$ cat config.mk
export PLATFORM = sky130hd
export DESIGN_NAME = gpio_regs
export DESIGN_NICKNAME = d
export VERILOG_FILES = /design/src/common/lite_soc_pkg.sv /design/src/verilog/gpio_regs.sv
export VERILOG_INCLUDE_DIRS = /design/src /design/src/common
export SDC_FILE = /design/constraint.sdc
export NUM_CORES = 1
export LEC_CHECK = 0
export ABC_AREA = 1
export BUFFER_PORTS_ARGS = -buffer_cell sky130_fd_sc_hd__buf_2
export CORE_MARGIN = 1.5
export CORE_UTILIZATION = 28
export CTS_BUF_LIST = sky130_fd_sc_hd__clkbuf_2
export DETAILED_ROUTE_END_ITERATION = 10
export PLACE_DENSITY = 0.87
export REMOVE_ABC_BUFFERS = 1
export SYNTH_ARGS = -nofsm -noshare
export SYNTH_HDL_FRONTEND = slang
export SYNTH_SLANG_ARGS = --single-unit
$ cat constraint.sdc
create_clock -name clk -period 1.65 [get_ports clk]
set_input_delay 0.2475 -clock clk [delete_from_list [all_inputs] [get_ports clk]]
set_output_delay 0.2475 -clock clk [all_outputs]
set_load 0.1 [all_outputs]
$ cat src/common/lite_soc_macros.svh
// ====================
// Address map, RAM size and GPIO register offsets
// Included by the package, the bus decoder, the devices and the testbench
// ====================
`ifndef LITE_SOC_MACROS_SVH
`define LITE_SOC_MACROS_SVH

// On-chip RAM, 4 KB of 32-bit words
`define LITE_MEM_BYTES 4096
`define LITE_MEM_AW 10

// First byte address past the RAM
`define LITE_MEM_LIMIT 32'h0000_1000

// Address bit that selects the GPIO block
`define LITE_GPIO_SEL_BIT 16

// GPIO register byte offsets
`define LITE_GPIO_LED_OFS 32'h0000_0000
`define LITE_GPIO_BTN_OFS 32'h0000_0004

`endif

$ cat src/common/lite_soc_pkg.sv
// ====================
// Bus and device request types shared by the bus, the devices and the testbench
// ====================
`include "lite_soc_macros.svh"

package lite_soc_pkg;

    // Word index into the RAM, also used for GPIO register select
    typedef logic [`LITE_MEM_AW-1:0] word_addr_t;

    // ====================
    // Request at a bus port
    // ====================
    typedef struct packed {
        // Byte address, word aligned
        logic [31:0] addr;
        logic [31:0] wdata;
        // One bit per byte lane
        logic [3:0]  wmask;
        // Set for a write
        logic        we;
    } bus_req_t;

    // ====================
    // Request as seen by a device
    // ====================
    typedef struct packed {
        word_addr_t  word_addr;
        logic [31:0] wdata;
        logic [3:0]  wmask;
        logic        we;
    } dev_req_t;

endpackage

$ cat src/verilog/gpio_regs.sv
// ====================
// Memory-mapped LED and button registers, LED pin is active low
// ====================
`timescale 1ns/1ps
`include "lite_soc_macros.svh"

module gpio_regs import lite_soc_pkg::*; (
    input  logic        clk,
    input  logic        RSTN,
    input  logic        en,
    input  dev_req_t    req,
    input  logic        btn,
    output logic [31:0] rdata,
    output logic        ledg
);

// Register word indices within the block
localparam word_addr_t LED_IDX = word_addr_t'(`LITE_GPIO_LED_OFS >> 2);
localparam word_addr_t BTN_IDX = word_addr_t'(`LITE_GPIO_BTN_OFS >> 2);

logic       led_q;
logic [1:0] btn_sync;

// Button is asynchronous to clk
always_ff @(posedge clk or negedge RSTN) begin
    if (!RSTN) btn_sync <= '0;
    else btn_sync <= {btn_sync[0], btn};
end

// LED register, off after reset
always_ff @(posedge clk or negedge RSTN) begin
    if (!RSTN) begin
        led_q <= 1'b0;
    end else if (en && req.we && req.wmask[0] && (req.word_addr == LED_IDX)) begin
        led_q <= req.wdata[0];
    end
end

// Read port, value in bit 0
always_ff @(posedge clk) begin
    if (en && !req.we) begin
        case (req.word_addr)
            LED_IDX: rdata <= {31'b0, led_q};
            BTN_IDX: rdata <= {31'b0, btn_sync[1]};
            default: rdata <= '0;
        endcase
    end
end

// Pin drives low to light the LED
assign ledg = ~led_q;

endmodule

==> impl_metrics.tcl <==
set metrics [dict create \
    synth_top_area_frac 0.530 \
    slew_violations 0 \
    whs_ns 0.144 \
    place_congestion 0.716 \
    setup_tns_ns 0 \
    rows 14 \
    ant_nets 0 \
    core_area_um2 1490 \
    synth_area_um2 439 \
    worstSetupPathType "reg -> out" \
    die-area_um2 1820 \
    grt_start_max_net_pins 4 \
    cts_hold_buf 1 \
    fmax_mhz 740 \
    final.setup.worst_slack_ns 0.298 \
    fin_worst_skew_ns 0.0157 \
    initial_core_util 0.295 \
    yosys-top-cells-count "buf_4, nor2_1, nand2_1" \
    rsz0062_at_grt "false" \
    grt-ovfl-total 0 \
    insertion_delay_ns 0.22 \
    min_period_ns 1.35 \
    die_w_um 42.6 \
    clk_pin_slew_worst_paths_ns 0.06 \
    drt_iter0_drc 2 \
    final_nets 132 \
    synth-seq-cells 4 \
    ys.flop_type "dfrtp_1" \
    worstPathRequired_ns 1.40 \
    grt_util_met2 0.142 \
    placed_area_um2 429 \
    vias 319 \
    drive_gt1_frac 0.300 \
    root_buffer "clkbuf_2" \
    post-route-drc-count 0 \
    syn_inst 58 \
    synthArstFlopShare 0.750 \
    synth-edff-count 1 \
    start_kind "register" \
    gr-max-usage-layer "met2" \
    p_per_area_nw_per_um2 1220 \
    synth_warnings 0 \
    ios 84 \
    netlist_top_cells_area "buf_4, dfrtp_1, edfxtp_1" \
    cts.sinks 4 \
    antenna_found_initial 0 \
    yosysTopAreaCell "buf_4" \
    hold_viol_final 0 \
    ys_seq_area_frac 0.239 \
    cap_violations 0 \
    ir_drop_v 0.000343 \
    leakage_nw 0.287 \
    status "finished clean" \
    areaGrowthSynthToFinish_pct 4.56 \
    synth_most_common_cell "buf_4" \
    antenna_cells 0 \
    htree_levels 1 \
    globalRouteTotalUtil 0.0835 \
    met1_usage 0.0554 \
    path_max_fanout 3 \
    cp.arrival_ns 1.10 \
    wl_per_cell_um 7.16 \
    dr.pass1.iters 2 \
    fp.dieH_um 42.6 \
    finalPower_w 0.000558 \
    min_path_type "in -> reg" \
    cts_made_buffers 3 \
    cts_tree "yes" \
    pre_cts_ws_ns 0.552 \
    grtUsageMet3 0.0776 \
    grt_pass1_vias 271 \
    yosysUniqueCellTypes 12 \
    vias_per_cell 3.32 \
    cts_setup_buffers 0 \
    dp_hpwl_um 580 \
    cts_resized 0 \
    avgSynthCellArea_um2 7.57 \
    io_buffers 18 \
    finalCritPeriodShare 0.819 \
    routed_wl_um 687 \
    grt_pass1_wl_um 993 \
    setup_viol 0 \
    postLayoutCellArea_um2 459 \
    clockBufferDepth 2 \
    endpoint_kind "primary output" \
]
==> state kept, by name (all words and copies together), names as in the netlist <==
signal,count
led_q,1
btn_sync,2
rdata,1
==> area by class of cell <==
cell class	instances	area [um^2]
multi-input cells	49	199
inverters	4	15.0
repair buffers	19	100
clock buffers	4	20.0
well taps	16	20.0
flip-flops and latches	4	105
fillers	163	1030
==> routing by layer <==
layer  up-vias  routed length (um)
met5         -                   0
met4         0                   8
met3         2                 127
met2        34                 326
met1       128                 224
li1        155                   -
==> kinds of logic (layout without fill, tap and decap cells) <==
| kind of cell | count (synthesis) | count (layout) | share of synthesized area |
|---|---|---|---|
| buffers and inverters | 35 | 27 | 0.564 |
| other | 1 | 31 | 0.00854 |
| AOI/OAI and AO/OA | 1 | 1 | 0.0114 |
| and+or+nand+nor | 17 | 17 | 0.177 |
| DFF | 4 | 4 | 0.239 |
==> final timing paths <==
check / start / end / slack, ns / cells after the start
max: led_q / ledg / 0.30 / 2
min: btn / btn_sync[0] / 0.14 / 1
max reg2reg: led_q / rdata[0] / 0.75 / 4
min reg2reg: btn_sync[0] / btn_sync[1] / 0.35 / 0
max in group asynchronous: RSTN / btn_sync[1] / 1.17 / 2
min in group asynchronous: RSTN / led_q / 0.35 / 2
==> where the power goes <==
part / leakage, nW / internal (W) / switching, W
clock network: 0.0166 / 0.0000640 / 0.0000475
registers: 0.0430 / 0.000105 / 0.000000688
logic: 0.228 / 0.0000191 / 0.000322
==> worst max-delay path, cell delays in order (launching register included) <==
cell and delay (ns):
dfrtp_1 0.36, inv_1 0.09, buf_2 0.44
==> cells in the final DEF, fill, tap and decap left out <==
master / instances
nor2_1: 6
dlygate4sd3_1: 1
nor3b_1: 1
or2_1: 1
clkbuf_2: 4
a21oi_1: 1
nand2_1: 5
edfxtp_1: 1
dfrtp_1: 3
nor2_2: 2
nand3_1: 2
buf_2: 18
inv_1: 4
conb_1: 31
==> metrics by stage <==
| stage | cells | util |
|---|---|---|
| finish | 96 | 0.308 |
| global route | 96 | 0.308 |
| CTS | 96 | 0.308 |
| detailed placement | 91 | 0.288 |
| global placement | 91 | 0.288 |
| floorplan | 57 | - |
No activity file was read; power rests on OpenSTA's default activity.
