File: src/common/lite_soc_macros.svh
// ====================
// Address map, RAM size and GPIO register offsets
// Included by the package, the bus decoder, the devices and the testbench
// ====================
`ifndef LITE_SOC_MACROS_SVH
`define LITE_SOC_MACROS_SVH

// On-chip RAM, 4 KB of 32-bit words
`define LITE_MEM_BYTES 4096
`define LITE_MEM_AW 10

// First byte address past the RAM
`define LITE_MEM_LIMIT 32'h0000_1000

// Address bit that selects the GPIO block
`define LITE_GPIO_SEL_BIT 16

// GPIO register byte offsets
`define LITE_GPIO_LED_OFS 32'h0000_0000
`define LITE_GPIO_BTN_OFS 32'h0000_0004

`endif

File: src/common/lite_soc_pkg.sv
// ====================
// Bus and device request types shared by the bus, the devices and the testbench
// ====================
`include "lite_soc_macros.svh"

package lite_soc_pkg;

    // Word index into the RAM, also used for GPIO register select
    typedef logic [`LITE_MEM_AW-1:0] word_addr_t;

    // ====================
    // Request at a bus port
    // ====================
    typedef struct packed {
        // Byte address, word aligned
        logic [31:0] addr;
        logic [31:0] wdata;
        // One bit per byte lane
        logic [3:0]  wmask;
        // Set for a write
        logic        we;
    } bus_req_t;

    // ====================
    // Request as seen by a device
    // ====================
    typedef struct packed {
        word_addr_t  word_addr;
        logic [31:0] wdata;
        logic [3:0]  wmask;
        logic        we;
    } dev_req_t;

endpackage

File: src/system_bus/sysbus_decoder.sv
// ====================
// Address decode to RAM or GPIO and read data return mux
// Unmapped addresses complete and read zero
// ====================
`timescale 1ns/1ps
`include "lite_soc_macros.svh"

module sysbus_decoder import lite_soc_pkg::*; (
    input  logic        clk,
    input  logic        RSTN,
    input  logic        issue,
    input  logic [31:0] sel_addr,
    input  dev_req_t    sel_req,
    output logic [31:0] rsp_data,
    // RAM
    output logic        mem_en,
    input  logic [31:0] mem_rdata,
    // GPIO
    output logic        gpio_en,
    input  logic [31:0] gpio_rdata,
    // Shared device request
    output dev_req_t    dev_req
);

typedef enum logic [1:0] {
    SEL_NONE,
    SEL_MEM,
    SEL_GPIO
} dev_sel_t;

logic     gpio_hit;
logic     mem_hit;
dev_sel_t rsp_sel;

// ====================
// Address map
// ====================
// GPIO bit takes priority over the RAM range
assign gpio_hit = sel_addr[`LITE_GPIO_SEL_BIT];
assign mem_hit  = !gpio_hit && (sel_addr < `LITE_MEM_LIMIT);

// At most one strobe per issue
assign mem_en  = issue && mem_hit;
assign gpio_en = issue && gpio_hit;

// Both devices see the same request fields
assign dev_req = sel_req;

// ====================
// Read return
// ====================
// Remember the source for the return cycle, writes return nothing
always_ff @(posedge clk or negedge RSTN) begin
    if (!RSTN) begin
        rsp_sel <= SEL_NONE;
    end else if (issue) begin
        if (sel_req.we) rsp_sel <= SEL_NONE;
        else if (gpio_hit) rsp_sel <= SEL_GPIO;
        else if (mem_hit) rsp_sel <= SEL_MEM;
        else rsp_sel <= SEL_NONE;
    end
end

always_comb begin
    case (rsp_sel)
        SEL_MEM:  rsp_data = mem_rdata;
        SEL_GPIO: rsp_data = gpio_rdata;
        default:  rsp_data = '0;
    endcase
end

endmodule

File: config.mk
export PLATFORM = sky130hd
export DESIGN_NAME = sysbus_decoder
export DESIGN_NICKNAME = d
export VERILOG_FILES = /design/src/common/lite_soc_pkg.sv /design/src/system_bus/sysbus_decoder.sv
export VERILOG_INCLUDE_DIRS = /design/src /design/src/common
export SDC_FILE = /design/constraint.sdc
export NUM_CORES = 1
export LEC_CHECK = 0
export ABC_CLOCK_PERIOD_IN_PS = 1500
export BUFFER_PORTS_ARGS = -buffer_cell sky130_fd_sc_hd__buf_2
export CAP_MARGIN = 20
export CELL_PAD_IN_SITES_DETAIL_PLACEMENT = 1
export CELL_PAD_IN_SITES_GLOBAL_PLACEMENT = 2
export CORE_ASPECT_RATIO = 1.4
export CORE_MARGIN = 4
export CORE_UTILIZATION = 10
export DETAILED_ROUTE_END_ITERATION = 12
export GPL_TIMING_DRIVEN = 0
export PLACE_DENSITY = 0.95
export SYNTH_ARGS = -nofsm -noshare
export SYNTH_HDL_FRONTEND = slang
export SYNTH_SLANG_ARGS = --single-unit
File: constraint.sdc
create_clock -name clk -period 1.5 [get_ports clk]
set_clock_uncertainty 0.2 [all_clocks]
set_input_delay 0 -clock clk [delete_from_list [all_inputs] [get_ports clk]]
set_output_delay 0 -clock clk [all_outputs]
set_load 0.005 [all_outputs]
==> key figures, run 1 <==
Hold path
  – Tightest Hold Check Type: in2reg
  – Worst hold endpoint: rsp_sel[0]
  – Worst hold path startpoint: sel_addr[30]
  – Hold path depth: 4

Die
  – Die ar.: 0.0109 mm2
  – Boundary Pins: 227
  – Initial Util: 0.103
  – Area of the core: ~0.009 mm2
  – Die X: approximately 89 um
  – # rows: a little over 40
  – Die height: about 120 um

Clock tree
  – CTS sink cnt: 2
  – Htree depth: 1
  – TritonCTS clock tree: built
  – Longest Clk Path Bufs: 2
  – Hold-fix buffers, CTS: 52
  – Root Driver: clkbuf_16
  – Worst-path clk slew: 30 ps
  – Clock Latency Late Sink: around 230 ps
  – CTS Buf Count: 3

Drt
  – Wire per inst: roughly 16 um
  – DR DRC count: 0
  – Via/cell ratio: between 4 and 5
  – Post-route ant nets: 0
  – Met3 WL: slightly above 900 um
  – DR pass1 iterations: 4
  – Met1 Routed Length: about 2.4 mm
  – Top Layer Used: met4
  – DR iter-0 viols: 19
  – Met2 wire len: roughly 4.2 mm
  – Routed via count: roughly 1,900
  – Routed Wire Length: around 7.7 mm

Cells and area
  – Diodes inserted: 0
  – Fin nets: a little over 500
  – Fillers: around 1,100
  – Area Overhead vs Synth: 204%
  – Multi-input gate area: 652 um2
  – Layout cells sized above 1: 0.730
  – Sequential cell area: 50.0 um2
  – Registers with the most flip-flops: rsp_sel (2)
  – Largest Register: rsp_sel
  – Max FFs per register: 2

Outcome
  – Status: finished with violations
  – Failing checks: negative hold slack, negative setup slack

Setup path
  – Crit Path Class: reg2out
  – RR Endpoint: rsp_sel[1]
  – WP data required: between 1000 and 1500 ps
  – Crit path DAT: approximately 1400 ps
  – R2r worst-path depth: 4
  – Worst setup path start: rsp_sel[1]
  – Startpoint Class: register
  – Reg-to-reg startpoint: rsp_sel[1]
  – Worst reg-to-reg setup slack: 290 ps
  – Crit. End Element: output pin
  – CP max FO: 10

Global routing
  – GRT Total Usage: 0.129
  – Largest net degree at the start of global routing: 11
  – Vias in the first global route: about 2,200
  – First-pass GRT wire length: 10.8 mm
  – GRT Residual Overflow: 0
  – Initial antenna violation count: 0

STA
  – Slew Viols, Final: 0
  – Final setup viols: 33
  – Final hold slack: -84.6 ps
  – Final hold viol count: 1
  – Fmax: between 600 and 700 MHz
  – RSZ-0062 raised after global routing: yes
  – Final worst-path cycle share: 1.09
  – Final critical-path required period: 1630 ps
  – Final setup margin: -129 ps
  – Worst Tran Pin Value: 279 ps
  – Slew HR: 0.813

Synth
  – YS warnings: 0
  – Commonest cells post-synth: buf_4, nor2_1, a22oi_1
  – Synthesized area: 927 um2
  – Post-synth ARST share: 1.00
  – Post-synth top flop: dfrtp_1
  – Leading area contributor after synthesis: buf_4
  – Mapped Cells: around 140
  – Most frequent cell after synthesis: buf_4
  – Post-Synthesis Mean Instance Area: between 6 and 7 um2
  – Synth area leaders: buf_4, a22oi_1, nor2_1, dfrtp_1, buf_2
  – Post-synthesis sequential area ratio: 0.0540
  – Post-synth EDFFs: 0
  – Synth top area share: 0.381
  – Mapped Nets: between 200 and 300
  – Yosys reg bits: 2
  – Library cells used by synthesis: 18

Flow run
  – Max_cap viols: 0

Power
  – Worst vdd ir: a little over 0.5 mV
  – Cell area power density: roughly 400 mW/mm2
  – Leakage: between 1 and 1.5 nW

Place
  – RePlAce Congestion: 0.727
  – Post-DP HPWL: 5.29 mm
  – Setup WS pre-CTS: -215 ps
  – PortBufs: 168
==> cell usage in the layout, fill, tap and decap left out, types with 2 or more instances in the layout <==
cell	netlist	layout
buf_2	6	168
buf_4	47	51
dlygate4sd3_1	0	51
nor2_1	34	34
a22oi_2	0	29
buf_12	0	4
clkbuf_8	0	3
a22oi_1	32	3
clkbuf_16	0	3
inv_2	0	2
buf_8	0	2
nor4_2	1	2
ha_4	0	2
dfrtp_1	2	2
==> layout make-up <==
class	instances	share of cell area
multi-input combinational	79	0.231
buffer	56	0.179
timing repair buffer	224	0.495
tap	107	0.0475
inverter	2	0.00267
sequential	2	0.0178
clock buffer	3	0.0267
==> cell families (layout without fill, tap and decap cells) <==
| logic type | Yosys count | count (layout) | synth area share |
|---|---|---|---|
| and+or+nand+nor | 43 | 43 | 0.212 |
| AOI/OAI and AO/OA | 34 | 34 | 0.274 |
| buffers and inverters | 58 | 285 | 0.433 |
| DFF | 2 | 2 | 0.0540 |
| adders and majority gates | 2 | 2 | 0.0270 |
==> metrics by stage <==
stage / area [um2] / total power, W / instances / utilization / setup TNS [ps]
floorplan: 927 / 0.000250 / 139 / - / 0
global placement: 1900 / 0.000474 / 414 / 0.211 / -5550
detailed placement: 1900 / 0.000484 / 414 / 0.211 / -5800
CTS: 2670 / 0.00105 / 471 / 0.296 / -2830
global route: 2820 / 0.00117 / 473 / 0.312 / -4980
finish: 2820 / 0.00112 / 473 / 0.312 / -3050
==> how the worst max path moves through the flow <==
stage	end	slack, ps
final	rsp_data[6]	-130
after global routing	rsp_data[6]	-180
after CTS	rsp_data[27]	-100
after global placement	rsp_data[14]	-200
after floorplan	rsp_data[10]	230
after detailed placement	rsp_data[22]	-210
==> timing repair <==
item                                    in CTS  in global routing
endpoints found under the setup margin      32                 34
gates resized for setup                     41                 27
setup buffers                                2                  2
pin swaps                                    1                  3
endpoints found under the hold margin       50                  1
==> routing by layer <==
| metal | global-route usage | vias to the layer above |
|---|---|---|
| li1 | - | 895 |
| met1 | 0.124 | 872 |
| met2 | 0.258 | 148 |
| met3 | 0.0413 | 8 |
| met4 | 0.0233 | 0 |
| met5 | 0 | - |
==> worst max-delay path, cell delays in order (launching register included) <==
cell and delay [ps]:
dfrtp_1 410, inv_2 80, ha_4 200, buf_12 160, a22oi_2 160, nor2_1 70, buf_2 130
==> power by group <==
group	total, W	switching (W)	internal (W)
registers	0.0000596	0.00000308	0.0000565
logic	0.000638	0.000235	0.000403
clock network	0.000418	0.0000772	0.000341
total	0.00112	0.000315	0.000800
Note: power is estimated with default switching activity, not from simulation.
==> run 2, diff against run 1 <==
--- a/config.mk
+++ b/config.mk
@@ -7,16 +7,15 @@
 export NUM_CORES = 1
 export LEC_CHECK = 0
 export ABC_CLOCK_PERIOD_IN_PS = 1500
-export BUFFER_PORTS_ARGS = -buffer_cell sky130_fd_sc_hd__buf_2
 export CAP_MARGIN = 20
 export CELL_PAD_IN_SITES_DETAIL_PLACEMENT = 1
 export CELL_PAD_IN_SITES_GLOBAL_PLACEMENT = 2
-export CORE_ASPECT_RATIO = 1.4
-export CORE_MARGIN = 4
-export CORE_UTILIZATION = 10
+export CORE_AREA = 2 2 88 90
 export DETAILED_ROUTE_END_ITERATION = 12
+export DIE_AREA = 0 0 90 92
+export DONT_BUFFER_PORTS = 1
 export GPL_TIMING_DRIVEN = 0
-export PLACE_DENSITY = 0.95
+export PLACE_DENSITY = 0.54
 export SYNTH_ARGS = -nofsm -noshare
 export SYNTH_HDL_FRONTEND = slang
 export SYNTH_SLANG_ARGS = --single-unit
==> run 2 against run 1 <==
- the flow now stops in clock tree synthesis (4_1_cts)
- area after synthesis is the same
- synthesized cell count is the same
==> key figures, run 2 <==
Synth
  – Synthesized area: ~930 um2
  – Synth area leaders: buf_4, a22oi_1, nor2_1, dfrtp_1, buf_2
  – Post-synth EDFFs: 0
  – YS warnings: 0
  – Library cells used by synthesis: 18
  – Post-synth top flop: dfrtp_1
  – Post-Synthesis Mean Instance Area: 6.67 um2
  – Leading area contributor after synthesis: buf_4
  – Mapped Nets: 287
  – Mapped Cells: roughly 140
  – Commonest cells post-synth: buf_4, nor2_1, a22oi_1
  – Yosys reg bits: 2
  – Most frequent cell after synthesis: buf_4
  – Synth top area share: 0.381
  – Post-synthesis sequential area ratio: 0.0540
  – Post-synth ARST share: 1.00

Die
  – Initial Util: 0.124
  – # rows: 32
  – Die height: just over 90 um
  – Boundary Pins: between 200 and 250
  – Die X: 90 um

Outcome
  – Tool Error: [ERROR RSZ-0060] Max buffer count reached.
  – Stop stage: clock tree synthesis (4_1_cts)
  – Status: aborted with a tool error

Clock tree
  – Post-cts gate resize count: 33
  – Longest Clk Path Bufs: 2
  – Number of setup buffers added after CTS: 1
  – CTS Buf Count: 3
  – Root Driver: clkbuf_8
  – CTS sink cnt: 2
  – Htree depth: 1
  – Hold-fix buffers, CTS: between 100 and 150

Place
  – PortBufs: 0
  – Post-DP HPWL: a little under 3 mm
  – RePlAce Congestion: 0.629
run 2: cell counts after synthesis:
Identical to the previous run, type by type.
run 2: logic make-up after synthesis:
family          after synthesis  share of synthesized area
buf+inv                      58                      0.433
simple gates                 43                      0.212
compound gates               34                      0.274
fa+ha+maj                     2                     0.0270
flops                         2                     0.0540
run 2: through the flow:
step	util	cells	worst slack [ps]	cell area [um2]
3_5_place_dp	0.142	241	-97.7	1050
3_3_place_gp	0.142	241	-89.9	1050
2_1_floorplan	-	139	234	927
==> run 3, diff against run 2 <==
--- a/config.mk
+++ b/config.mk
@@ -8,14 +8,12 @@
 export LEC_CHECK = 0
 export ABC_CLOCK_PERIOD_IN_PS = 1500
 export CAP_MARGIN = 20
-export CELL_PAD_IN_SITES_DETAIL_PLACEMENT = 1
-export CELL_PAD_IN_SITES_GLOBAL_PLACEMENT = 2
-export CORE_AREA = 2 2 88 90
+export CORE_AREA = 2 2 89 91
 export DETAILED_ROUTE_END_ITERATION = 12
-export DIE_AREA = 0 0 90 92
+export DIE_AREA = 0 0 91 93
 export DONT_BUFFER_PORTS = 1
 export GPL_TIMING_DRIVEN = 0
-export PLACE_DENSITY = 0.54
+export PLACE_DENSITY_LB_ADDON = 0.15
 export SYNTH_ARGS = -nofsm -noshare
 export SYNTH_HDL_FRONTEND = slang
 export SYNTH_SLANG_ARGS = --single-unit
==> run 3 against run 2 <==
- area after synthesis stayed put
- synthesized cell count did not move
- the run again fails in clock tree synthesis (4_1_cts)
==> key figures, run 3 <==
Place
  – Post-DP HPWL: around 3 mm
  – RePlAce Congestion: 0.677
  – PortBufs: 0
  – Dpl cells: roughly 240

Clock tree
  – Number of setup buffers added after CTS: 0
  – CTS Buf Count: 3
  – Post-cts gate resize count: slightly above 40
  – Htree depth: 1
  – Hold-fix buffers, CTS: approximately 100
  – CTS sink cnt: 2
  – Longest Clk Path Bufs: 2
  – Root Driver: clkbuf_8

Synth
  – Post-synth EDFFs: 0
  – Post-synth ARST share: 1.00
  – Post-synth top flop: dfrtp_1
  – Synth area leaders: buf_4, a22oi_1, nor2_1, dfrtp_1, buf_2
  – YS warnings: 0
  – Mapped Cells: 139
  – Commonest cells post-synth: buf_4, nor2_1, a22oi_1
  – Leading area contributor after synthesis: buf_4
  – Synthesized area: 927 um2
  – Post-synthesis sequential area ratio: 0.0540
  – Library cells used by synthesis: 18
  – Synth top area share: 0.381
  – Most frequent cell after synthesis: buf_4
  – Yosys reg bits: 2
  – Post-Synthesis Mean Instance Area: 6.67 um2
  – Mapped Nets: roughly 290

Die
  – Die X: slightly above 90 um
  – Die height: 93 um
  – # rows: 32
  – Initial Util: 0.123
  – Boundary Pins: approximately 230

Outcome
  – Tool Error: [ERROR RSZ-0060] Max buffer count reached.
  – Status: aborted with a tool error
  – Stop stage: clock tree synthesis (4_1_cts)
==> run 3: per-stage QoR <==
step | setup slack [ps] | instance area (um2) | hold WS [ps] | util
2_1_floorplan | 234 | 927 | -496 | -
3_3_place_gp | -157 | 1050 | -496 | 0.140
3_5_place_dp | -140 | 1050 | -496 | 0.140
==> run 3: cell families after synthesis <==
kind of cell / count (synthesis) / synth area share
AO/OA/AOI/OAI: 34 / 0.274
adder cells (fa/ha/maj): 2 / 0.0270
buffers and inverters: 58 / 0.433
flip-flops: 2 / 0.0540
AND/OR/NAND/NOR: 43 / 0.212
