<file path="config.mk">
export PLATFORM = sky130hd
export DESIGN_NAME = sysbus_arbiter
export DESIGN_NICKNAME = d
export VERILOG_FILES = /design/src/common/lite_soc_pkg.sv /design/src/system_bus/sysbus_arbiter.sv
export VERILOG_INCLUDE_DIRS = /design/src /design/src/common
export SDC_FILE = /design/constraint.sdc
export NUM_CORES = 1
export LEC_CHECK = 0
export ABC_CLOCK_PERIOD_IN_PS = 7000
export BUFFER_PORTS_ARGS = -buffer_cell sky130_fd_sc_hd__buf_2
export CORE_UTILIZATION = 40
export CTS_CLUSTER_DIAMETER = 120
export DETAILED_ROUTE_END_ITERATION = 7
export GPL_ROUTABILITY_DRIVEN = 0
export HOLD_SLACK_MARGIN = 0.05
export PLACE_DENSITY = 0.76
export SYNTH_ARGS = -nofsm -noshare
export SYNTH_HDL_FRONTEND = slang
export SYNTH_SLANG_ARGS = --single-unit
</file>
<file path="constraint.sdc">
create_clock -name clk -period 7 [get_ports clk]
set_input_delay 1.4 -clock clk [delete_from_list [all_inputs] [get_ports clk]]
set_output_delay 1.4 -clock clk [all_outputs]
set_load 0.02 [all_outputs]
</file>
<file path="src/common/lite_soc_macros.svh">
// ====================
// Address map, RAM size and GPIO register offsets
// Included by the package, the bus decoder, the devices and the testbench
// ====================
`ifndef LITE_SOC_MACROS_SVH
`define LITE_SOC_MACROS_SVH

// On-chip RAM, 4 KB of 32-bit words
`define LITE_MEM_BYTES 4096
`define LITE_MEM_AW 10

// First byte address past the RAM
`define LITE_MEM_LIMIT 32'h0000_1000

// Address bit that selects the GPIO block
`define LITE_GPIO_SEL_BIT 16

// GPIO register byte offsets
`define LITE_GPIO_LED_OFS 32'h0000_0000
`define LITE_GPIO_BTN_OFS 32'h0000_0004

`endif

</file>
<file path="src/common/lite_soc_pkg.sv">
// ====================
// Bus and device request types shared by the bus, the devices and the testbench
// ====================
`include "lite_soc_macros.svh"

package lite_soc_pkg;

    // Word index into the RAM, also used for GPIO register select
    typedef logic [`LITE_MEM_AW-1:0] word_addr_t;

    // ====================
    // Request at a bus port
    // ====================
    typedef struct packed {
        // Byte address, word aligned
        logic [31:0] addr;
        logic [31:0] wdata;
        // One bit per byte lane
        logic [3:0]  wmask;
        // Set for a write
        logic        we;
    } bus_req_t;

    // ====================
    // Request as seen by a device
    // ====================
    typedef struct packed {
        word_addr_t  word_addr;
        logic [31:0] wdata;
        logic [3:0]  wmask;
        logic        we;
    } dev_req_t;

endpackage

</file>
<file path="src/system_bus/sysbus_arbiter.sv">
// ====================
// Bus arbiter for the instruction and data ports, one transaction at a time
// Data port wins a tie, gnt comes two cycles after an uncontended request
// ====================
`timescale 1ns/1ps

module sysbus_arbiter import lite_soc_pkg::*; (
    input  logic        clk,
    input  logic        RSTN,
    // Instruction port, read only
    input  logic        instr_req,
    input  logic [31:0] instr_addr,
    output logic        instr_gnt,
    // Data port
    input  logic        data_rd_req,
    input  logic        data_wr_req,
    input  bus_req_t    data_cmd,
    output logic        data_gnt,
    // Towards the decoder
    output logic        issue,
    output logic [31:0] sel_addr,
    output dev_req_t    sel_req
);

typedef enum logic [1:0] {
    IDLE,
    ISSUE,
    RESPOND
} state_t;

state_t   state;
logic     data_owner;
logic     data_pick;
logic     take;
bus_req_t pick;

// ====================
// Request selection
// ====================
assign data_pick = data_rd_req | data_wr_req;

// Accept only from IDLE
assign take = (state == IDLE) && (data_pick || instr_req);

always_comb begin
    if (data_pick) begin
        pick = data_cmd;
        // Direction follows the request line
        pick.we = data_wr_req;
    end else begin
        // Fetch is always a plain word read
        pick.addr  = instr_addr;
        pick.wdata = '0;
        pick.wmask = '0;
        pick.we    = 1'b0;
    end
end

// ====================
// Transaction FSM
// ====================
always_ff @(posedge clk or negedge RSTN) begin
    if (!RSTN) begin
        state      <= IDLE;
        data_owner <= 1'b0;
    end else begin
        case (state)
            IDLE: begin
                if (take) begin
                    state      <= ISSUE;
                    data_owner <= data_pick;
                end
            end
            ISSUE:   state <= RESPOND;
            RESPOND: state <= IDLE;
            default: state <= IDLE;
        endcase
    end
end

// Captured request, held for the whole transaction
always_ff @(posedge clk) begin
    if (take) begin
        sel_addr          <= pick.addr;
        sel_req.word_addr <= word_addr_t'(pick.addr >> 2);
        sel_req.wdata     <= pick.wdata;
        sel_req.wmask     <= pick.wmask;
        sel_req.we        <= pick.we;
    end
end

// Strobe to the decoder in cycle 1
assign issue = (state == ISSUE);

// Grant only the owning port, cycle 2
assign data_gnt  = (state == RESPOND) && data_owner;
assign instr_gnt = (state == RESPOND) && !data_owner;

endmodule

</file>
==> results.json, run 1 <==
{
  "yosysWarnings": 0,
  "grt_usage_pct": 15.95,
  "first_pass_iters": 4,
  "critPathArrivalTime_ns": 3.05,
  "whs_ns": 0.5685,
  "drv_cap": 0,
  "yosys_register_bits": 72,
  "syn_nets": 276,
  "drtIter0Drc": 55,
  "layout_common_cells": "buf_2 (186), edfxtp_1 (69), nor2b_1 (38), mux2_2 (32), clkbuf_8 (9)",
  "pin_count": 188,
  "coreArea_um2": 6944,
  "syn_to_final_growth_pct": 37.98,
  "cts_tree": "yes",
  "rrSetupSlack_ns": 5.47,
  "drtAntennaViolNets": 0,
  "vias": 2041,
  "hold_end": "data_owner$_DFFE_PN0P_",
  "leakage_nw": 1.787,
  "grt_max_degree": 42,
  "status": "complete, no violations",
  "layout.nets": 457,
  "regArea_um2": 2147,
  "critical_path_class": "input pin to flip-flop",
  "synth_cells": 170,
  "path_clk_slew_ns": 0.07,
  "worst_setup_path_end_kind": "flip-flop",
  "post_cts_buffers": 0,
  "crit_fanout": 41,
  "wl_um": 6227,
  "grt_pass1_vias": 1960,
  "slew_headroom_pct": 52.20,
  "finalCritPeriodShare_pct": 42.43,
  "dp_hpwl_um": 4663,
  "multi_input_area_um2": 660.6,
  "root_buffer": "clkbuf_8",
  "layout_commonest_cell": "buf_2",
  "cts_resized": 0,
  "power.density_nw_per_um2": 381.7,
  "min-delay-start": "data_owner$_DFFE_PN0P_",
  "row_count": 30,
  "overflow": 0,
  "finalHoldViolCount": 0,
  "fin_skew_ns": 0.005718,
  "cp-start-kind": "input pin",
  "worstRegToRegCells": 2,
  "layout_min_cycle_time_ns": 2.970,
  "final_max_slew_viol_count": 0,
  "dieWidth_um": 87.90,
  "tightest_slew_ns": 0.7153,
  "routedWlPerCell_um": 13.78,
  "clk_latency_ns": 0.34,
  "viasPerCell": 4.515,
  "r2r-start": "state[1]$_DFFE_PN0P_",
  "ctsHtreeMaxLevel": 3,
  "die_y_um": 87.90,
  "tns_ns": 0,
  "cts_buffers": 9,
  "rsz0062_at_grt": "false",
  "avgSynthCellArea_um2": 17.36,
  "cp.required_ns": 7.08,
  "n_fill_cell": 581,
  "ys_seq_area_share_pct": 72.74,
  "antenna_found_initial": 1,
  "hold_depth": 2,
  "die_area_um2": 7726,
  "finalPower_mw": 1.554,
  "cts_max_path_buffers": 2,
  "maxClockFrequency_mhz": 336.7,
  "cts.sinks": 72,
  "setup-violations-final": 0,
  "synth_cell_types": 13,
  "route.detailed.drc": 0,
  "insertedDiodeCount": 0,
  "drive_above_1_share_pct": 66.57,
  "hold_class": "flip-flop to flip-flop",
  "start_util_pct": 42.50,
  "timing.rr.end": "sel_addr[0]$_DFFE_PP_",
  "max-vdd-ir-drop_uv": 339.8,
  "io_buffer_count": 186,
  "synth_area_um2": 2952,
  "hold_buffers": 0,
  "grt_pass1_wl_um": 8921
}
==> critical path: stages <==
cell and delay [ns]:
buf_2 0.13, nor2_4 0.57, buf_4 0.52, mux2_2 0.40
==> logic make-up after synthesis <==
family                 share of synthesized area [%]
buffers and inverters                          5.044
multiplexers                                   12.21
flip-flops                                     72.74
AO/OA/AOI/OAI                                 0.2968
AND/OR/NAND/NOR                                9.707
==> per-layer routing <==
layer,wire [um],track usage [%],vias to the layer above,share of wire [%]
met3,596,6.126,13,9.6
li1,-,-,967,-
met4,127,8.644,2,2.0
met1,2131,15.22,943,34
met5,11,0,-,0.18
met2,3361,29.32,116,54
==> area by class of cell <==
| class | instances | share of cell area [%] |
|---|---|---|
| Tap cell | 96 | 2.949 |
| Timing Repair Buffer | 189 | 23.41 |
| Clock inverter | 6 | 1.475 |
| Multi-Input combinational cell | 78 | 16.22 |
| Clock buffer | 10 | 3.134 |
| Sequential cell | 72 | 52.72 |
| Inverter | 1 | 0.09217 |
==> sequential cells by signal, indices dropped and copies added (netlist names) <==
name        flops
data_owner      1
sel_addr       32
sel_req        37
state           2
==> Yosys cell counts (all sizes together) <==
master	instances	share of area (%)
inv	1	0.13
dfrtp	3	2.5
edfxtp	69	70
nor3b	3	0.76
nor2b	38	8.1
buf	17	4.7
clkbuf	2	0.25
nor3	3	0.51
nor2	1	0.38
mux2	32	12
o32ai	1	0.30
==> stage by stage <==
step / setup slack [ns] / utilization [%] / area (um2) / cells
floorplan: 0.2911 / - / 2952 / 170
global placement: 3.706 / 55.95 / 3885 / 436
detailed placement: 3.641 / 55.95 / 3885 / 436
CTS: 4.021 / 58.65 / 4073 / 452
global route: 3.912 / 58.65 / 4073 / 452
finish: 4.030 / 58.65 / 4073 / 452
==> where the power goes <==
| group | total [mW] | switching (mW) | internal [mW] | leakage (nW) |
|---|---|---|---|---|
| sequential | 0.716 | 0.0440 | 0.672 | 0.705 |
| clock | 0.310 | 0.147 | 0.163 | 0.0937 |
| combinational | 0.528 | 0.369 | 0.159 | 0.988 |
==> worst max-delay path by stage <==
stage / startpoint / endpoint / cells past startpoint
4_1_cts: data_wr_req / sel_addr[9]$_DFFE_PP_ / 4
3_5_place_dp: data_wr_req / sel_addr[9]$_DFFE_PP_ / 4
6_report: data_wr_req / sel_addr[9]$_DFFE_PP_ / 4
2_1_floorplan: data_wr_req / sel_addr[0]$_DFFE_PP_ / 2
3_3_place_gp: data_wr_req / sel_addr[0]$_DFFE_PP_ / 4
5_1_grt: data_wr_req / sel_addr[6]$_DFFE_PP_ / 4
No activity file was read; power rests on OpenSTA's default activity.
==> run 2, diff against run 1 <==
Settings changed: ABC_CLOCK_PERIOD_IN_PS 7000 to 2850.
Clock period 7 ns to 2.85 ns, I/O delays scaled along.
==> run 2 against run 1 <==
  * Non-clock buffer count grew 2
  * Critical path depth decreased by 2
  * Sequential power is 150% higher
  * Clock skew about the same
  * Clock power rose by 140%
  * Register-to-register slack lost 4.1 ns
  * Clock-buffer cell count unchanged
  * Critical path type is now flip-flop to output pin
  * Die area unchanged
  * Sequential share of layout area down 0.31 points
  * Cell count did not move
==> results.json, run 2 (synthesized netlist as in run 1, its figures left out) <==
{
  "status": "complete, no violations",
  "route.detailed.drc": 0,
  "path_clk_slew_ns": 0.07,
  "dp_hpwl_um": 4486,
  "cp.buffers_inverters": 1,
  "layout.nets": 459,
  "rsz0062_at_grt": "false",
  "cts_resized": 0,
  "crit_family": "flip-flops",
  "dp_cells": 437,
  "finalCritPeriodShare_pct": 64.08,
  "clk_latency_ns": 0.33,
  "stdcell_area_um2": 4096,
  "max-vdd-ir-drop_uv": 624.7,
  "slowest_delay_ns": 0.51,
  "leakage_nw": 1.796,
  "dieWidth_um": 87.90,
  "syn_to_final_growth_pct": 38.79,
  "slew_headroom_pct": 67.93,
  "cts_max_path_buffers": 2,
  "top_register": "sel_req",
  "fin_skew_ns": 0.006051,
  "layout_common_cells": "buf_2 (186), edfxtp_1 (69), nor2b_1 (38), mux2_2 (32), clkbuf_8 (9)",
  "coreArea_um2": 6944,
  "hold_class": "input pin to flip-flop",
  "maxClockFrequency_mhz": 547.5,
  "power.switching_mw": 1.360,
  "critPathArrivalTime_ns": 1.26,
  "grt_pass1_vias": 1921,
  "crit_slowest_cell": "dfrtp_1",
  "regArea_um2": 2147,
  "final_max_slew_viol_count": 0,
  "place_area_um2": 3911,
  "viasPerCell": 4.454,
  "first_pass_iters": 4,
  "wl_um": 6061,
  "row_count": 30,
  "largest_register_ffs": 37,
  "power.density_nw_per_um2": 928.1,
  "cts.sinks": 72,
  "comb_power_share_pct": 34.1,
  "finalHoldViolCount": 0,
  "cts_buffers": 9,
  "grt_max_degree": 41,
  "insertedDiodeCount": 0,
  "pin_count": 188,
  "tightest_slew_ns": 0.4810,
  "overflow": 0,
  "start_util_pct": 42.50,
  "layout_min_cycle_time_ns": 1.826,
  "drtIter0Drc": 59,
  "crit_fanout": 8,
  "vias": 2013,
  "clockPowerShare_pct": 19.3,
  "grt_usage_pct": 15.65,
  "power.share.sequential_pct": 46.6,
  "grt_pass1_wl_um": 8825,
  "layout_commonest_cell": "buf_2",
  "reg_top3": "sel_req (37), sel_addr (32), state (2)",
  "die_y_um": 87.90,
  "drtAntennaViolNets": 0,
  "cp-start-kind": "flip-flop",
  "die_area_um2": 7726,
  "antenna_found_initial": 0,
  "cp.required_ns": 2.28,
  "fin_cells": 452,
  "crit_path_cell_trace": "nor3b_1 -> buf_2",
  "p_sw_share_pct": 35.76,
  "drv_cap": 0,
  "multi_input_area_um2": 666.9,
  "routedWlPerCell_um": 13.41,
  "tns_ns": 0,
  "setup-violations-final": 0,
  "cts_tree": "yes",
  "root_buffer": "clkbuf_8",
  "io_buffer_count": 186,
  "drive_above_1_share_pct": 66.57,
  "worst_setup_path_end_kind": "output pin",
  "n_fill_cell": 575,
  "internal_power_mw": 2.442,
  "critical_path_class": "flip-flop to output pin",
  "ctsHtreeMaxLevel": 3
}
run 2: cell count changes in the layout (fill, tap and decap cells not counted), sizes merged:
cell,before,now
clkinv,4,2
buf,189,190
dlygate4sd3,0,1
run 2: timing repair:
action / CTS / global route
hold endpoints to repair: 3 / 0
hold buffers: 1 / 0
buffers inserted: 0 / 0
run 2: metal layers:
layer  vias up  part of all wire, %  global-route usage [%]  wire length (um)
met5         -                    0                       0                 0
met4         0                 0.64                   4.918                39
met3         5                  9.7                   6.409               589
met2       110                   53                   28.33              3232
met1       928                   36                   16.52              2199
li1        970                    -                       -                 -
run 2: power groups by stage:
stage	Clock (mW)	Combinational (mW)	Sequential, mW
after floorplan	0	0.436	2.23
after global placement	0	1.30	1.78
after detailed placement	0	1.31	1.80
after CTS	0.764	1.31	1.78
after global routing	0.805	1.39	1.81
final	0.732	1.30	1.77
run 2: layout make-up:
cell class	instances	area share, %
Multi-Input combinational cell	78	16.28
Inverter	1	0.09163
Timing Repair Buffer	191	24.01
Clock inverter	4	1.161
Tap cell	96	2.932
Clock buffer	10	3.115
Sequential cell	72	52.41
run 2: per-stage QoR:
step / power, mW / worst slack (ns) / utilization [%] / hold WS (ns)
detailed placement: 3.109 / 0.9020 / 56.32 / 0.3727
global placement: 3.079 / 0.9332 / 56.32 / 0.3683
CTS: 3.856 / 0.9953 / 58.99 / 0.4673
finish: 3.802 / 1.024 / 58.99 / 0.4877
floorplan: 2.665 / 0.1449 / - / 0.2744
global route: 4.006 / 0.9402 / 58.99 / 0.4665
run 2: final timing paths:
check | startpoint | endpoint | slack (ns) | depth (start not counted)
worst min-delay path | data_wr_req | sel_req[0]$_SDFFCE_PP0P_ | 0.49 | 1
max in group asynchronous | RSTN | state[0]$_DFFE_PN0P_ | 2.17 | 2
worst max-delay path | state[1]$_DFFE_PN0P_ | instr_gnt | 1.02 | 2
min in group asynchronous | RSTN | state[1]$_DFFE_PN0P_ | 0.57 | 2
worst min register to register | data_owner$_DFFE_PN0P_ | data_owner$_DFFE_PN0P_ | 0.57 | 2
worst max register to register | state[1]$_DFFE_PN0P_ | sel_addr[7]$_DFFE_PP_ | 1.34 | 2
run 2: worst reg2reg max path, delay by kind of cell, from the launching register on:
kind | cells | cell delay [ns]
and+or+nand+nor | 1 | 0.22
buffers and inverters | 1 | 0.44
DFF | 1 | 0.48
==> run 3, diff against run 2 <==
Settings changed: ABC_CLOCK_PERIOD_IN_PS 2850 to 1840.
Clock period 2.85 ns to 1.84 ns, I/O delays scaled along.
==> run 3 against run 2 <==
  * Core utilization up 0.63 points
  * Die area unchanged
  * Worst hold slack worse by 0.21 ns
  * Largest power group unchanged
  * Critical path depth unchanged
==> results.json, run 3 (synthesized netlist as in run 1, its figures left out) <==
{
  "cts_tree": "yes",
  "tns_ns": 0,
  "cts_buffers": 9,
  "final_max_slew_viol_count": 0,
  "die_area_um2": 7726,
  "drtIter0Drc": 83,
  "pin_count": 188,
  "crit_fanout": 8,
  "overflow": 0,
  "cts_max_path_buffers": 2,
  "path_clk_slew_ns": 0.07,
  "finalCritPeriodShare_pct": 89.32,
  "reg_top3": "sel_req (37), sel_addr (32), state (2)",
  "worst_setup_path_end_kind": "output pin",
  "drv_cap": 0,
  "layout_common_cells": "buf_2 (186), edfxtp_1 (69), nor2b_1 (38), mux2_2 (32), clkbuf_8 (9)",
  "grt_max_degree": 70,
  "cp.buffers_inverters": 1,
  "min-delay-start": "data_wr_req",
  "start_util_pct": 42.50,
  "syn_to_final_growth_pct": 40.27,
  "layout_commonest_cell": "buf_2",
  "cp.required_ns": 1.47,
  "finalHoldViolCount": 0,
  "io_buffer_count": 186,
  "status": "complete, no violations",
  "dp_hpwl_um": 4522,
  "crit_slowest_cell": "dfrtp_1",
  "insertedDiodeCount": 0,
  "dieWidth_um": 87.90,
  "row_count": 30,
  "ctsHtreeMaxLevel": 3,
  "slew_headroom_pct": 68.88,
  "r2r-start": "state[0]$_DFFE_PN0P_",
  "cp-start-kind": "flip-flop",
  "crit_start": "state[1]$_DFFE_PN0P_",
  "rsz0062_at_grt": "false",
  "coreArea_um2": 6944,
  "clk_latency_ns": 0.34,
  "layout_min_cycle_time_ns": 1.644,
  "maxClockFrequency_mhz": 608.4,
  "cts_resized": 0,
  "slowest_delay_ns": 0.50,
  "grt_pass1_wl_um": 8970,
  "grt_usage_pct": 15.58,
  "drive_above_1_share_pct": 66.95,
  "layout.nets": 458,
  "critical_path_class": "flip-flop to output pin",
  "root_buffer": "clkbuf_8",
  "leakage_nw": 1.813,
  "power.density_nw_per_um2": 1485,
  "wl_um": 6103,
  "vias": 2032,
  "first_pass_iters": 4,
  "setup-violations-final": 0,
  "grt_pass1_vias": 1971,
  "die_y_um": 87.90,
  "fin_skew_ns": 0.01227,
  "critPathArrivalTime_ns": 1.28,
  "route.detailed.drc": 0,
  "viasPerCell": 4.486,
  "top_register": "sel_req",
  "tightest_slew_ns": 0.4668,
  "crit_family": "flip-flops",
  "finalPower_mw": 6.148,
  "crit_path_cell_trace": "nor3b_1 -> buf_2",
  "routedWlPerCell_um": 13.47,
  "max-vdd-ir-drop_uv": 643.8,
  "largest_register_ffs": 37,
  "hold_class": "input pin to flip-flop",
  "cts.sinks": 72,
  "antenna_found_initial": 0,
  "drtAntennaViolNets": 0
}
-- run 3: path summary, 6_finish.rpt --
check	end	slack (ns)	depth (start not counted)
worst max-delay path	data_gnt	0.20	2
worst min-delay path	sel_req[0]$_SDFFCE_PP0P_	0.28	1
worst max register to register	sel_req[22]$_SDFFCE_PP0P_	0.34	2
worst min register to register	data_owner$_DFFE_PN0P_	0.56	2
max in group asynchronous	state[1]$_DFFE_PN0P_	1.36	2
min in group asynchronous	data_owner$_DFFE_PN0P_	0.37	2
-- run 3: report_power, final --
group	switching, mW	internal [mW]
Clock	0.614	0.777
Sequential	0.185	2.56
Combinational	1.40	0.617
Total	2.20	3.95
-- run 3: area by class of cell --
cell class | instances | area, um2
Fill cell | 598 | 2804
Sequential cell | 72 | 2147
Clock buffer | 9 | 123.9
Clock inverter | 7 | 102.6
Multi-Input combinational cell | 78 | 666.9
Timing Repair Buffer | 190 | 975.9
Tap cell | 96 | 120.1
Inverter | 1 | 3.754
-- run 3: what timing repair did --
| item | in CTS | in global routing |
|---|---|---|
| hold buffers | 1 | 0 |
| setup buffers | 0 | 0 |
| endpoints found under the hold margin | 3 | 0 |
-- run 3: routing by layer --
layer	track usage, %	vias to the layer above	wire [um]
met4	7.899	0	137
met2	28.68	103	3327
met5	0	-	0
met1	15.75	946	2143
li1	-	970	-
met3	4.901	13	494
-- run 3: metrics by stage --
step	hold WS (ns)	std cells	utilization, %	instance area (um2)	setup WS (ns)
final	0.2772	453	59.62	4140	0.1965
after global routing	0.2616	453	59.62	4140	0.08763
after CTS	0.2587	453	59.62	4140	0.1876
after detailed placement	0.1687	436	56.22	3904	0.2493
after global placement	0.1645	436	56.22	3904	0.2692
after floorplan	0.07241	170	-	2973	-0.7820
